File: src/rtl/bd_defines.svh
`ifndef BD_DEFINES_SVH
`define BD_DEFINES_SVH

// Virtual address width shared by the front-end and back-end packets
`define BD_VADDR_WIDTH 32

// Opaque branch metadata passed through from fetch
`define BD_META_WIDTH 8

// First PC fetched after reset
`define BD_BOOT_PC 32'h0000_1000

// Front-end command queue depth
`define BD_FE_CMD_ELS 4

`endif

File: src/rtl/bd_be_pkg.sv
`include "bd_defines.svh"

package bd_be_pkg;

  typedef enum logic [2:0]
  {
    e_beq = 3'd0,
    e_bne = 3'd1,
    e_blt = 3'd2,
    e_bge = 3'd3,
    e_jal = 3'd4
  } branch_op_e;

  // Operands of the instruction in the resolve stage
  typedef struct packed
  {
    logic                       v;
    logic [`BD_VADDR_WIDTH-1:0] pc;
    branch_op_e                 op;
    logic [`BD_VADDR_WIDTH-1:0] rs1;
    logic [`BD_VADDR_WIDTH-1:0] rs2;
    logic [`BD_VADDR_WIDTH-1:0] imm;
    logic                       is_branch;
  } exe_pkt_s;

  // Instruction issuing this cycle
  typedef struct packed
  {
    logic                       v;
    logic [`BD_VADDR_WIDTH-1:0] pc;
    logic [`BD_META_WIDTH-1:0]  meta;
  } isd_status_s;

  typedef struct packed
  {
    logic                       v;
    logic                       branch;
    logic                       btaken;
    logic [`BD_VADDR_WIDTH-1:0] npc;
  } branch_pkt_s;

  typedef struct packed
  {
    logic                       npc_w_v;
    logic [`BD_VADDR_WIDTH-1:0] npc;
    logic                       exception;
    logic                       interrupt;
    logic                       eret;
    logic                       wfi;
    logic                       fencei;
    logic                       icache_miss;
  } commit_pkt_s;

  typedef enum logic [2:0]
  {
    e_reset = 3'd0,
    e_boot  = 3'd1,
    e_run   = 3'd2,
    e_fence = 3'd3,
    e_wfi   = 3'd4
  } director_state_e;

endpackage

File: src/rtl/bd_fe_if_pkg.sv
`include "bd_defines.svh"

package bd_fe_if_pkg;

  // Command kinds sent from the back end to fetch
  typedef enum logic [2:0]
  {
    e_op_state_reset          = 3'd0,
    e_op_pc_redirect          = 3'd1,
    e_op_icache_fence         = 3'd2,
    e_op_icache_fill_response = 3'd3,
    e_op_wait                 = 3'd4,
    e_op_attaboy              = 3'd5
  } fe_cmd_opcode_e;

  // Why a pc_redirect was issued
  typedef enum logic [1:0]
  {
    e_subop_trap              = 2'd0,
    e_subop_eret              = 2'd1,
    e_subop_branch_mispredict = 2'd2
  } fe_cmd_subop_e;

  // Only meaningful with branch_mispredict
  typedef enum logic [1:0]
  {
    e_not_a_branch          = 2'd0,
    e_incorrect_pred_taken  = 2'd1,
    e_incorrect_pred_ntaken = 2'd2
  } mispredict_reason_e;

  // One front-end command
  typedef struct packed
  {
    fe_cmd_opcode_e             opcode;
    logic [`BD_VADDR_WIDTH-1:0] vaddr;
    fe_cmd_subop_e              subop;
    mispredict_reason_e         reason;
    // Attaboy direction
    logic                       taken;
    logic [`BD_META_WIDTH-1:0]  meta;
  } fe_cmd_s;

endpackage
File: src/rtl/bd_be_director_top.sv
`timescale 1ns/1ps

`include "bd_defines.svh"

module bd_be_director_top
  (
    input                              clk_i,
    input                              reset_i,
    input                              freeze_i,
    input                              irq_waiting_i,
    input  bd_be_pkg::exe_pkt_s        exe_i,
    input  bd_be_pkg::isd_status_s     isd_status_i,
    input  bd_be_pkg::commit_pkt_s     commit_pkt_i,
    input                              fe_cmd_yumi_i,
    output logic [`BD_VADDR_WIDTH-1:0] expected_npc_o,
    output logic                       poison_isd_o,
    output logic                       suppress_iss_o,
    output bd_fe_if_pkg::fe_cmd_s      fe_cmd_o,
    output logic                       fe_cmd_v_o,
    output logic                       fe_cmd_full_o
  );

  bd_be_pkg::branch_pkt_s br_pkt;
  bd_fe_if_pkg::fe_cmd_s  dir_cmd;
  logic                   dir_cmd_v;
  logic                   queue_ready;

  bd_branch_resolve u_branch_resolve
  (
    .clk_i    (clk_i),
    .reset_i  (reset_i),
    .exe_i    (exe_i),
    .br_pkt_o (br_pkt)
  );

  bd_director u_director
  (
    .clk_i          (clk_i),
    .reset_i        (reset_i),
    .freeze_i       (freeze_i),
    .irq_waiting_i  (irq_waiting_i),
    .isd_status_i   (isd_status_i),
    .br_pkt_i       (br_pkt),
    .commit_pkt_i   (commit_pkt_i),
    .queue_ready_i  (queue_ready),
    .queue_v_i      (fe_cmd_v_o),
    .expected_npc_o (expected_npc_o),
    .poison_isd_o   (poison_isd_o),
    .suppress_iss_o (suppress_iss_o),
    .cmd_o          (dir_cmd),
    .cmd_v_o        (dir_cmd_v)
  );

  bd_fe_cmd_queue u_fe_cmd_queue
  (
    .clk_i         (clk_i),
    .reset_i       (reset_i),
    .cmd_i         (dir_cmd),
    .cmd_v_i       (dir_cmd_v),
    .fe_cmd_yumi_i (fe_cmd_yumi_i),
    .ready_o       (queue_ready),
    .fe_cmd_o      (fe_cmd_o),
    .fe_cmd_v_o    (fe_cmd_v_o)
  );

  assign fe_cmd_full_o = ~queue_ready;

endmodule

File: src/rtl/bd_branch_resolve.sv
`timescale 1ns/1ps

`include "bd_defines.svh"

module bd_branch_resolve
  (
    input                          clk_i,
    input                          reset_i,
    input  bd_be_pkg::exe_pkt_s    exe_i,
    output bd_be_pkg::branch_pkt_s br_pkt_o
  );

  logic                       cond_taken;
  logic                       taken;
  logic [`BD_VADDR_WIDTH-1:0] npc_n;

  logic                       v_r;
  logic                       branch_r;
  logic                       btaken_r;
  logic [`BD_VADDR_WIDTH-1:0] npc_r;

  // Branch condition, blt/bge compare as signed
  always_comb
  begin
    case (exe_i.op)
      bd_be_pkg::e_beq: cond_taken = (exe_i.rs1 == exe_i.rs2);
      bd_be_pkg::e_bne: cond_taken = (exe_i.rs1 != exe_i.rs2);
      bd_be_pkg::e_blt: cond_taken = ($signed(exe_i.rs1) < $signed(exe_i.rs2));
      bd_be_pkg::e_bge: cond_taken = ($signed(exe_i.rs1) >= $signed(exe_i.rs2));
      bd_be_pkg::e_jal: cond_taken = 1'b1;
      default:          cond_taken = 1'b0;
    endcase
  end

  // Non-branches always fall through
  assign taken = exe_i.is_branch & cond_taken;
  assign npc_n = taken ? (exe_i.pc + exe_i.imm) : (exe_i.pc + `BD_VADDR_WIDTH'(4));

  always_ff @(posedge clk_i)
  begin
    if (reset_i)
    begin
      v_r <= 1'b0;
    end
    else
    begin
      v_r <= exe_i.v;
    end
  end

  always_ff @(posedge clk_i)
  begin
    branch_r <= exe_i.is_branch;
    btaken_r <= taken;
    npc_r    <= npc_n;
  end

  assign br_pkt_o.v      = v_r;
  assign br_pkt_o.branch = branch_r;
  assign br_pkt_o.btaken = btaken_r;
  assign br_pkt_o.npc    = npc_r;

endmodule

File: src/rtl/bd_director.sv
`timescale 1ns/1ps

`include "bd_defines.svh"

module bd_director
  (
    input                              clk_i,
    input                              reset_i,
    input                              freeze_i,
    input                              irq_waiting_i,
    input  bd_be_pkg::isd_status_s     isd_status_i,
    input  bd_be_pkg::branch_pkt_s     br_pkt_i,
    input  bd_be_pkg::commit_pkt_s     commit_pkt_i,
    input                              queue_ready_i,
    input                              queue_v_i,
    output logic [`BD_VADDR_WIDTH-1:0] expected_npc_o,
    output logic                       poison_isd_o,
    output logic                       suppress_iss_o,
    output bd_fe_if_pkg::fe_cmd_s      cmd_o,
    output logic                       cmd_v_o
  );

  bd_be_pkg::director_state_e state_r;
  bd_be_pkg::director_state_e state_n;

  logic [`BD_VADDR_WIDTH-1:0] npc_r;
  logic [`BD_VADDR_WIDTH-1:0] npc_n;
  logic                       npc_w_v;
  logic                       npc_mismatch_v;
  logic                       br_branch_v;
  logic                       branch_pending_r;
  logic                       btaken_pending_r;
  logic                       last_was_branch;
  logic                       last_was_btaken;
  logic                       cmd_gen_v;
  logic                       cmd_nonattaboy_v;
  bd_fe_if_pkg::fe_cmd_s      cmd_n;

  // Commit write wins over the resolved branch
  assign npc_w_v = commit_pkt_i.npc_w_v | br_pkt_i.v;
  assign npc_n   = commit_pkt_i.npc_w_v ? commit_pkt_i.npc : br_pkt_i.npc;

  always_ff @(posedge clk_i)
  begin
    if (reset_i)
    begin
      npc_r <= `BD_BOOT_PC;
    end
    else if (npc_w_v)
    begin
      npc_r <= npc_n;
    end
  end

  // Forward the pending update so issue sees it this cycle
  assign expected_npc_o = npc_w_v ? npc_n : npc_r;
  assign npc_mismatch_v = isd_status_i.v & (expected_npc_o != isd_status_i.pc);
  assign poison_isd_o   = npc_mismatch_v;

  // Remember the last branch until the next instruction issues
  assign br_branch_v = br_pkt_i.v & br_pkt_i.branch;

  always_ff @(posedge clk_i)
  begin
    if (reset_i || isd_status_i.v)
    begin
      branch_pending_r <= 1'b0;
      btaken_pending_r <= 1'b0;
    end
    else if (br_branch_v)
    begin
      branch_pending_r <= 1'b1;
      btaken_pending_r <= br_pkt_i.btaken;
    end
  end

  assign last_was_branch = branch_pending_r | br_branch_v;
  assign last_was_btaken = btaken_pending_r | (br_branch_v & br_pkt_i.btaken);

  // One command per cycle, highest priority first
  always_comb
  begin
    cmd_n     = '0;
    cmd_gen_v = 1'b0;

    if (state_r == bd_be_pkg::e_reset)
    begin
      cmd_gen_v = 1'b0;
    end
    else if (state_r == bd_be_pkg::e_boot)
    begin
      cmd_n.opcode = bd_fe_if_pkg::e_op_state_reset;
      cmd_n.vaddr  = npc_r;
      cmd_gen_v    = 1'b1;
    end
    else if (commit_pkt_i.wfi)
    begin
      cmd_n.opcode = bd_fe_if_pkg::e_op_wait;
      cmd_n.vaddr  = commit_pkt_i.npc;
      cmd_gen_v    = 1'b1;
    end
    else if (commit_pkt_i.fencei)
    begin
      cmd_n.opcode = bd_fe_if_pkg::e_op_icache_fence;
      cmd_n.vaddr  = commit_pkt_i.npc;
      cmd_gen_v    = 1'b1;
    end
    else if (commit_pkt_i.icache_miss)
    begin
      cmd_n.opcode = bd_fe_if_pkg::e_op_icache_fill_response;
      cmd_n.vaddr  = commit_pkt_i.npc;
      cmd_gen_v    = 1'b1;
    end
    else if (commit_pkt_i.eret)
    begin
      cmd_n.opcode = bd_fe_if_pkg::e_op_pc_redirect;
      cmd_n.vaddr  = commit_pkt_i.npc;
      cmd_n.subop  = bd_fe_if_pkg::e_subop_eret;
      cmd_gen_v    = 1'b1;
    end
    else if (commit_pkt_i.exception || commit_pkt_i.interrupt
             || (state_r == bd_be_pkg::e_wfi && irq_waiting_i))
    begin
      cmd_n.opcode = bd_fe_if_pkg::e_op_pc_redirect;
      cmd_n.vaddr  = commit_pkt_i.npc;
      cmd_n.subop  = bd_fe_if_pkg::e_subop_trap;
      cmd_gen_v    = 1'b1;
    end
    else if (npc_mismatch_v)
    begin
      cmd_n.opcode = bd_fe_if_pkg::e_op_pc_redirect;
      cmd_n.vaddr  = expected_npc_o;
      cmd_n.subop  = bd_fe_if_pkg::e_subop_branch_mispredict;
      cmd_n.meta   = isd_status_i.meta;
      if (!last_was_branch)
        cmd_n.reason = bd_fe_if_pkg::e_not_a_branch;
      else if (last_was_btaken)
        cmd_n.reason = bd_fe_if_pkg::e_incorrect_pred_taken;
      else
        cmd_n.reason = bd_fe_if_pkg::e_incorrect_pred_ntaken;
      cmd_gen_v    = 1'b1;
    end
    // Correct prediction after a branch
    else if (isd_status_i.v && last_was_branch)
    begin
      cmd_n.opcode = bd_fe_if_pkg::e_op_attaboy;
      cmd_n.vaddr  = expected_npc_o;
      cmd_n.taken  = last_was_btaken;
      cmd_n.meta   = isd_status_i.meta;
      cmd_gen_v    = 1'b1;
    end
  end

  // A full queue drops the command
  assign cmd_o            = cmd_n;
  assign cmd_v_o          = cmd_gen_v & queue_ready_i;
  assign cmd_nonattaboy_v = cmd_v_o & (cmd_n.opcode != bd_fe_if_pkg::e_op_attaboy);

  always_comb
  begin
    case (state_r)
      bd_be_pkg::e_reset: state_n = freeze_i ? bd_be_pkg::e_reset : bd_be_pkg::e_boot;
      bd_be_pkg::e_boot:  state_n = cmd_v_o ? bd_be_pkg::e_run : bd_be_pkg::e_boot;
      bd_be_pkg::e_run:
      begin
        if (commit_pkt_i.wfi)
          state_n = bd_be_pkg::e_wfi;
        else if (cmd_nonattaboy_v)
          state_n = bd_be_pkg::e_fence;
        else
          state_n = bd_be_pkg::e_run;
      end
      // Wait for fetch to drain the queue
      bd_be_pkg::e_fence: state_n = queue_v_i ? bd_be_pkg::e_fence : bd_be_pkg::e_run;
      bd_be_pkg::e_wfi:   state_n = cmd_nonattaboy_v ? bd_be_pkg::e_fence : bd_be_pkg::e_wfi;
      default:            state_n = bd_be_pkg::e_reset;
    endcase
  end

  always_ff @(posedge clk_i)
  begin
    if (reset_i)
      state_r <= bd_be_pkg::e_reset;
    else
      state_r <= state_n;
  end

  assign suppress_iss_o = ((state_r == bd_be_pkg::e_fence) & queue_v_i)
                          | (state_r == bd_be_pkg::e_wfi);

endmodule

File: src/rtl/bd_fe_cmd_queue.sv
`timescale 1ns/1ps

`include "bd_defines.svh"

module bd_fe_cmd_queue
  (
    input                         clk_i,
    input                         reset_i,
    input  bd_fe_if_pkg::fe_cmd_s cmd_i,
    input                         cmd_v_i,
    input                         fe_cmd_yumi_i,
    output logic                  ready_o,
    output bd_fe_if_pkg::fe_cmd_s fe_cmd_o,
    output logic                  fe_cmd_v_o
  );

  localparam int els_lp       = `BD_FE_CMD_ELS;
  localparam int ptr_width_lp = (els_lp > 1) ? $clog2(els_lp) : 1;
  localparam int cnt_width_lp = $clog2(els_lp + 1);

  bd_fe_if_pkg::fe_cmd_s   mem_r [els_lp];
  logic [ptr_width_lp-1:0] wptr_r;
  logic [ptr_width_lp-1:0] rptr_r;
  logic [cnt_width_lp-1:0] count_r;
  logic                    enq;
  logic                    deq;

  assign ready_o    = (count_r != cnt_width_lp'(els_lp));
  assign fe_cmd_v_o = (count_r != '0);
  assign fe_cmd_o   = mem_r[rptr_r];

  assign enq = cmd_v_i & ready_o;
  assign deq = fe_cmd_yumi_i & fe_cmd_v_o;

  always_ff @(posedge clk_i)
  begin
    if (enq)
      mem_r[wptr_r] <= cmd_i;
  end

  // Pointers wrap at the last entry
  always_ff @(posedge clk_i)
  begin
    if (reset_i)
    begin
      wptr_r  <= '0;
      rptr_r  <= '0;
      count_r <= '0;
    end
    else
    begin
      if (enq)
        wptr_r <= (wptr_r == ptr_width_lp'(els_lp - 1)) ? '0 : wptr_r + 1'b1;
      if (deq)
        rptr_r <= (rptr_r == ptr_width_lp'(els_lp - 1)) ? '0 : rptr_r + 1'b1;
      case ({enq, deq})
        2'b10:   count_r <= count_r + 1'b1;
        2'b01:   count_r <= count_r - 1'b1;
        default: count_r <= count_r;
      endcase
    end
  end

endmodule

File: config.mk
export PLATFORM = sky130hd
export DESIGN_NAME = bd_be_director_top
export DESIGN_NICKNAME = d
export VERILOG_FILES = /design/src/rtl/bd_be_pkg.sv /design/src/rtl/bd_fe_if_pkg.sv /design/src/rtl/bd_be_director_top.sv /design/src/rtl/bd_branch_resolve.sv /design/src/rtl/bd_director.sv /design/src/rtl/bd_fe_cmd_queue.sv
export VERILOG_INCLUDE_DIRS = /design/src /design/src/rtl
export SDC_FILE = /design/constraint.sdc
export NUM_CORES = 1
export LEC_CHECK = 0
export ABC_AREA = 1
export BUFFER_PORTS_ARGS = -buffer_cell sky130_fd_sc_hd__buf_2
export CAP_MARGIN = 20
export CORE_ASPECT_RATIO = 0.9
export CORE_UTILIZATION = 30
export CTS_BUF_LIST = sky130_fd_sc_hd__clkbuf_2
export DETAILED_ROUTE_END_ITERATION = 16
export PLACE_DENSITY = 0.53
export SYNTH_ARGS = -nofsm -noshare
export SYNTH_HDL_FRONTEND = slang
export SYNTH_SLANG_ARGS = --single-unit
File: constraint.sdc
create_clock -name clk_i -period 7.3 [get_ports clk_i]
set_input_delay 0.73 -clock clk_i [delete_from_list [all_inputs] [get_ports clk_i]]
set_output_delay 0.73 -clock clk_i [all_outputs]
set_load 0.005 [all_outputs]
==> reports/summary.txt <==
Synth Warn #: 0
Count of different cell masters after synthesis: 44
Dpl cell area: 18,000 sq um
CP arrival: 3.70 ns
Nets: 2,564
GRT Overall Usage: 0.201
Final TNS setup: 0 ns
Vias in the first global route: 14,202
Max Cap Viol: 0
Die Wd: 244 um
CP Cell Sequence: buf_2 > inv_2 > nand2_4 > nand3_1 > nand2_1 > nand2_1 > nand2_1 > nand2_1 > nor2_1 > nand2_1 > nor2_2 > nand2_2 > nand2_4 > inv_1 > buf_2
Final Hold Fails: 0
Nature of the critical path endpoint: output port
Mapped Cells: 1,951
Fin crit share: 0.606
Core area: 51,900 sq um
Crit Path Class: in2out
Slew Limit Fails: 0
Syn Nets: 2,241
H-tree depth: 3
Root Driver: clkbuf_2
Leakage: 8.65 nW
Minimum clock period: 4.43 ns
R2R Path Start: u_branch_resolve.v_r
Commonest cells after routing, fill and taps aside: nand2_1, buf_2, inv_1, edfxtp_1, nor2_1
GPL Wtd Cong: 0.904
Worst Setup SP: commit_pkt_i[38]
Cell Area, Synth: 15,800 sq um
VDD IR max: 0.000293 V
First-pass GRT wire length: 82,500 um
Residual DRC: 0
Initial Util: 0.305
CP max-delay cell: buf_2
WL/cell: 18.2 um
Most common cell after layout, fill and taps aside: nand2_1
Vias per std cell: 4.83
CTS tree: done
DP Worst Slack: 2.33 ns
Final setup violation count: 0
Initial antenna violation count: 18
Syn Area/Cell: 8.10 sq um
Drt first pass iters: 5
DP HPWL: 40,500 um
Skew-Pair Late Insertion Delay: 0.88 ns
Worst hold margin: 0.132 ns
Layout cells sized above 1: 0.204
Syn-to-layout area delta: 18.3%
Synth top area share: 0.365
P per Cell Area: 254 nW/um^2
RSZ-0062 raised after global routing: false
Post-CTS sizing: 0
Fin util: 0.360
IO Port Bufs: 301
Outcome: complete, no violations
Clock sinks: 273
Crit path to: poison_isd_o
Cell taking the most area after synthesis: edfxtp_1
Least-Margin Pin Slew: 0.980 ns
Die outline area: 53,600 sq um
Critical Path Fanout Max: 39
IO Count: 302
Crit path required time: 6.57 ns
Clock tree buffer depth: 3
Max Fclk: 226 MHz
Inserted Clock Buffers: 75
Main area contributors after synthesis: edfxtp_1, dfxtp_1, nand2_1
Fill cell count: 5,522
Crit-path most repeated cell: nand2_1
Drt first-iter violations: 882
Grt ovf: 0
Chip height: 220 um
Synth Register Bits: 273
Largest net degree at the start of global routing: 97
Total number of vias: 14,589
Finished Cell Area: 18,700 sq um
Reg-to-reg endpoint: u_fe_cmd_queue.count_r[2]
FP Rows: 79
Largest stage delay on the critical path: 0.64 ns
Post-Route Skew: 0.0761 ns
Final wirelength: 55,000 um
Final WS setup: 2.87 ns
Slew headroom: 0.345
FF-to-FF path depth: 21
Worst Setup Start Kind: input pin
Worst R2R Setup Slack: 3.22 ns
Hold Path Class: in2reg
Seq/Total Area, Yosys: 0.467
Worst-path clk slew: 0.08 ns
Routed Antenna Nets: 0
-- sequential cells by signal (all words and copies together) (netlist names), 2 cells and up, named ones only --
register,count
u_fe_cmd_queue.mem_r,192
u_branch_resolve.npc_r,32
u_director.npc_r,32
u_fe_cmd_queue.count_r,3
u_fe_cmd_queue.rptr_r,2
u_director.state_r,3
u_fe_cmd_queue.wptr_r,2
-- routing by layer --
metal | GRT usage | share of wire | up-vias
met4 | 0.0625 | 0.020 | 18
met1 | 0.260 | 0.43 | 6726
met3 | 0.0470 | 0.074 | 90
met5 | 0 | 0.0021 | -
li1 | - | - | 7276
met2 | 0.331 | 0.47 | 479
-- timing repair --
action,4_1_cts,5_1_grt
setup buffers,0,0
endpoints found under the setup margin,0,0
hold buffers,3,0
endpoints found under the hold margin,3,0
-- where the power goes --
part,switching [mW],internal [mW],total (mW)
clock,0.649,0.415,1.06
combinational,1.15,0.566,1.72
sequential,0.0554,1.92,1.97
-- worst max-delay path: cells and delay by family --
| family | cells | cell delay [ns] |
|---|---|---|
| buffers and inverters | 4 | 1.29 |
| and+or+nand+nor | 11 | 1.63 |
-- cell usage after synthesis, drive strengths merged --
cell type	count
dfxtp	81
o22ai	48
and3b	1
o211ai	5
or2	1
inv	226
o2bb2ai	1
xnor2	14
o21ai	182
nor2	188
buf	21
clkinv	7
nor4	5
fa	2
nor4b	1
ha	70
a221oi	1
nand4	20
a21o	6
o211a	1
o21bai	5
xor2	42
a21oi	145
nor3	18
a31oi	7
clkbuf	56
a21boi	2
nand3	143
o21a	4
edfxtp	192
nand3b	19
nand2	437
-- worst min-delay path by stage --
stage,startpoint,to,depth (start not counted)
2_1_floorplan,u_fe_cmd_queue.count_r[2],u_fe_cmd_queue.count_r[2],2
3_3_place_gp,u_fe_cmd_queue.count_r[2],u_fe_cmd_queue.count_r[2],2
3_5_place_dp,u_fe_cmd_queue.count_r[2],u_fe_cmd_queue.count_r[2],2
4_1_cts,exe_i[101],u_branch_resolve.npc_r[1],3
5_1_grt,exe_i[101],u_branch_resolve.npc_r[1],3
6_report,exe_i[101],u_branch_resolve.npc_r[1],3
-- cells by family after synthesis --
family,count (synthesis),synth area share
xor+xnor,56,0.0310
flops,273,0.467
simple gates,833,0.228
fa+ha+maj,72,0.0579
buf+inv,310,0.0782
compound gates,407,0.138
-- metrics by stage --
step	std cells	power, mW
6_report	3018	4.75
5_1_grt	3013	5.09
4_1_cts	3009	4.82
3_5_place_dp	2881	3.74
3_3_place_gp	2881	3.71
2_1_floorplan	1951	2.98
-- layout make-up --
cell class / instances / area (sq um) / area share
clock inverter: 23 / 134 / 0.00716
sequential: 273 / 7390 / 0.395
inverter: 233 / 875 / 0.0468
multi-input combinational: 1368 / 7220 / 0.386
antenna: 8 / 20.0 / 0.00107
clock buffer: 102 / 510 / 0.0273
tap: 688 / 861 / 0.0460
timing repair buffer: 323 / 1700 / 0.0908
Note: power is estimated with default switching activity, not from simulation.
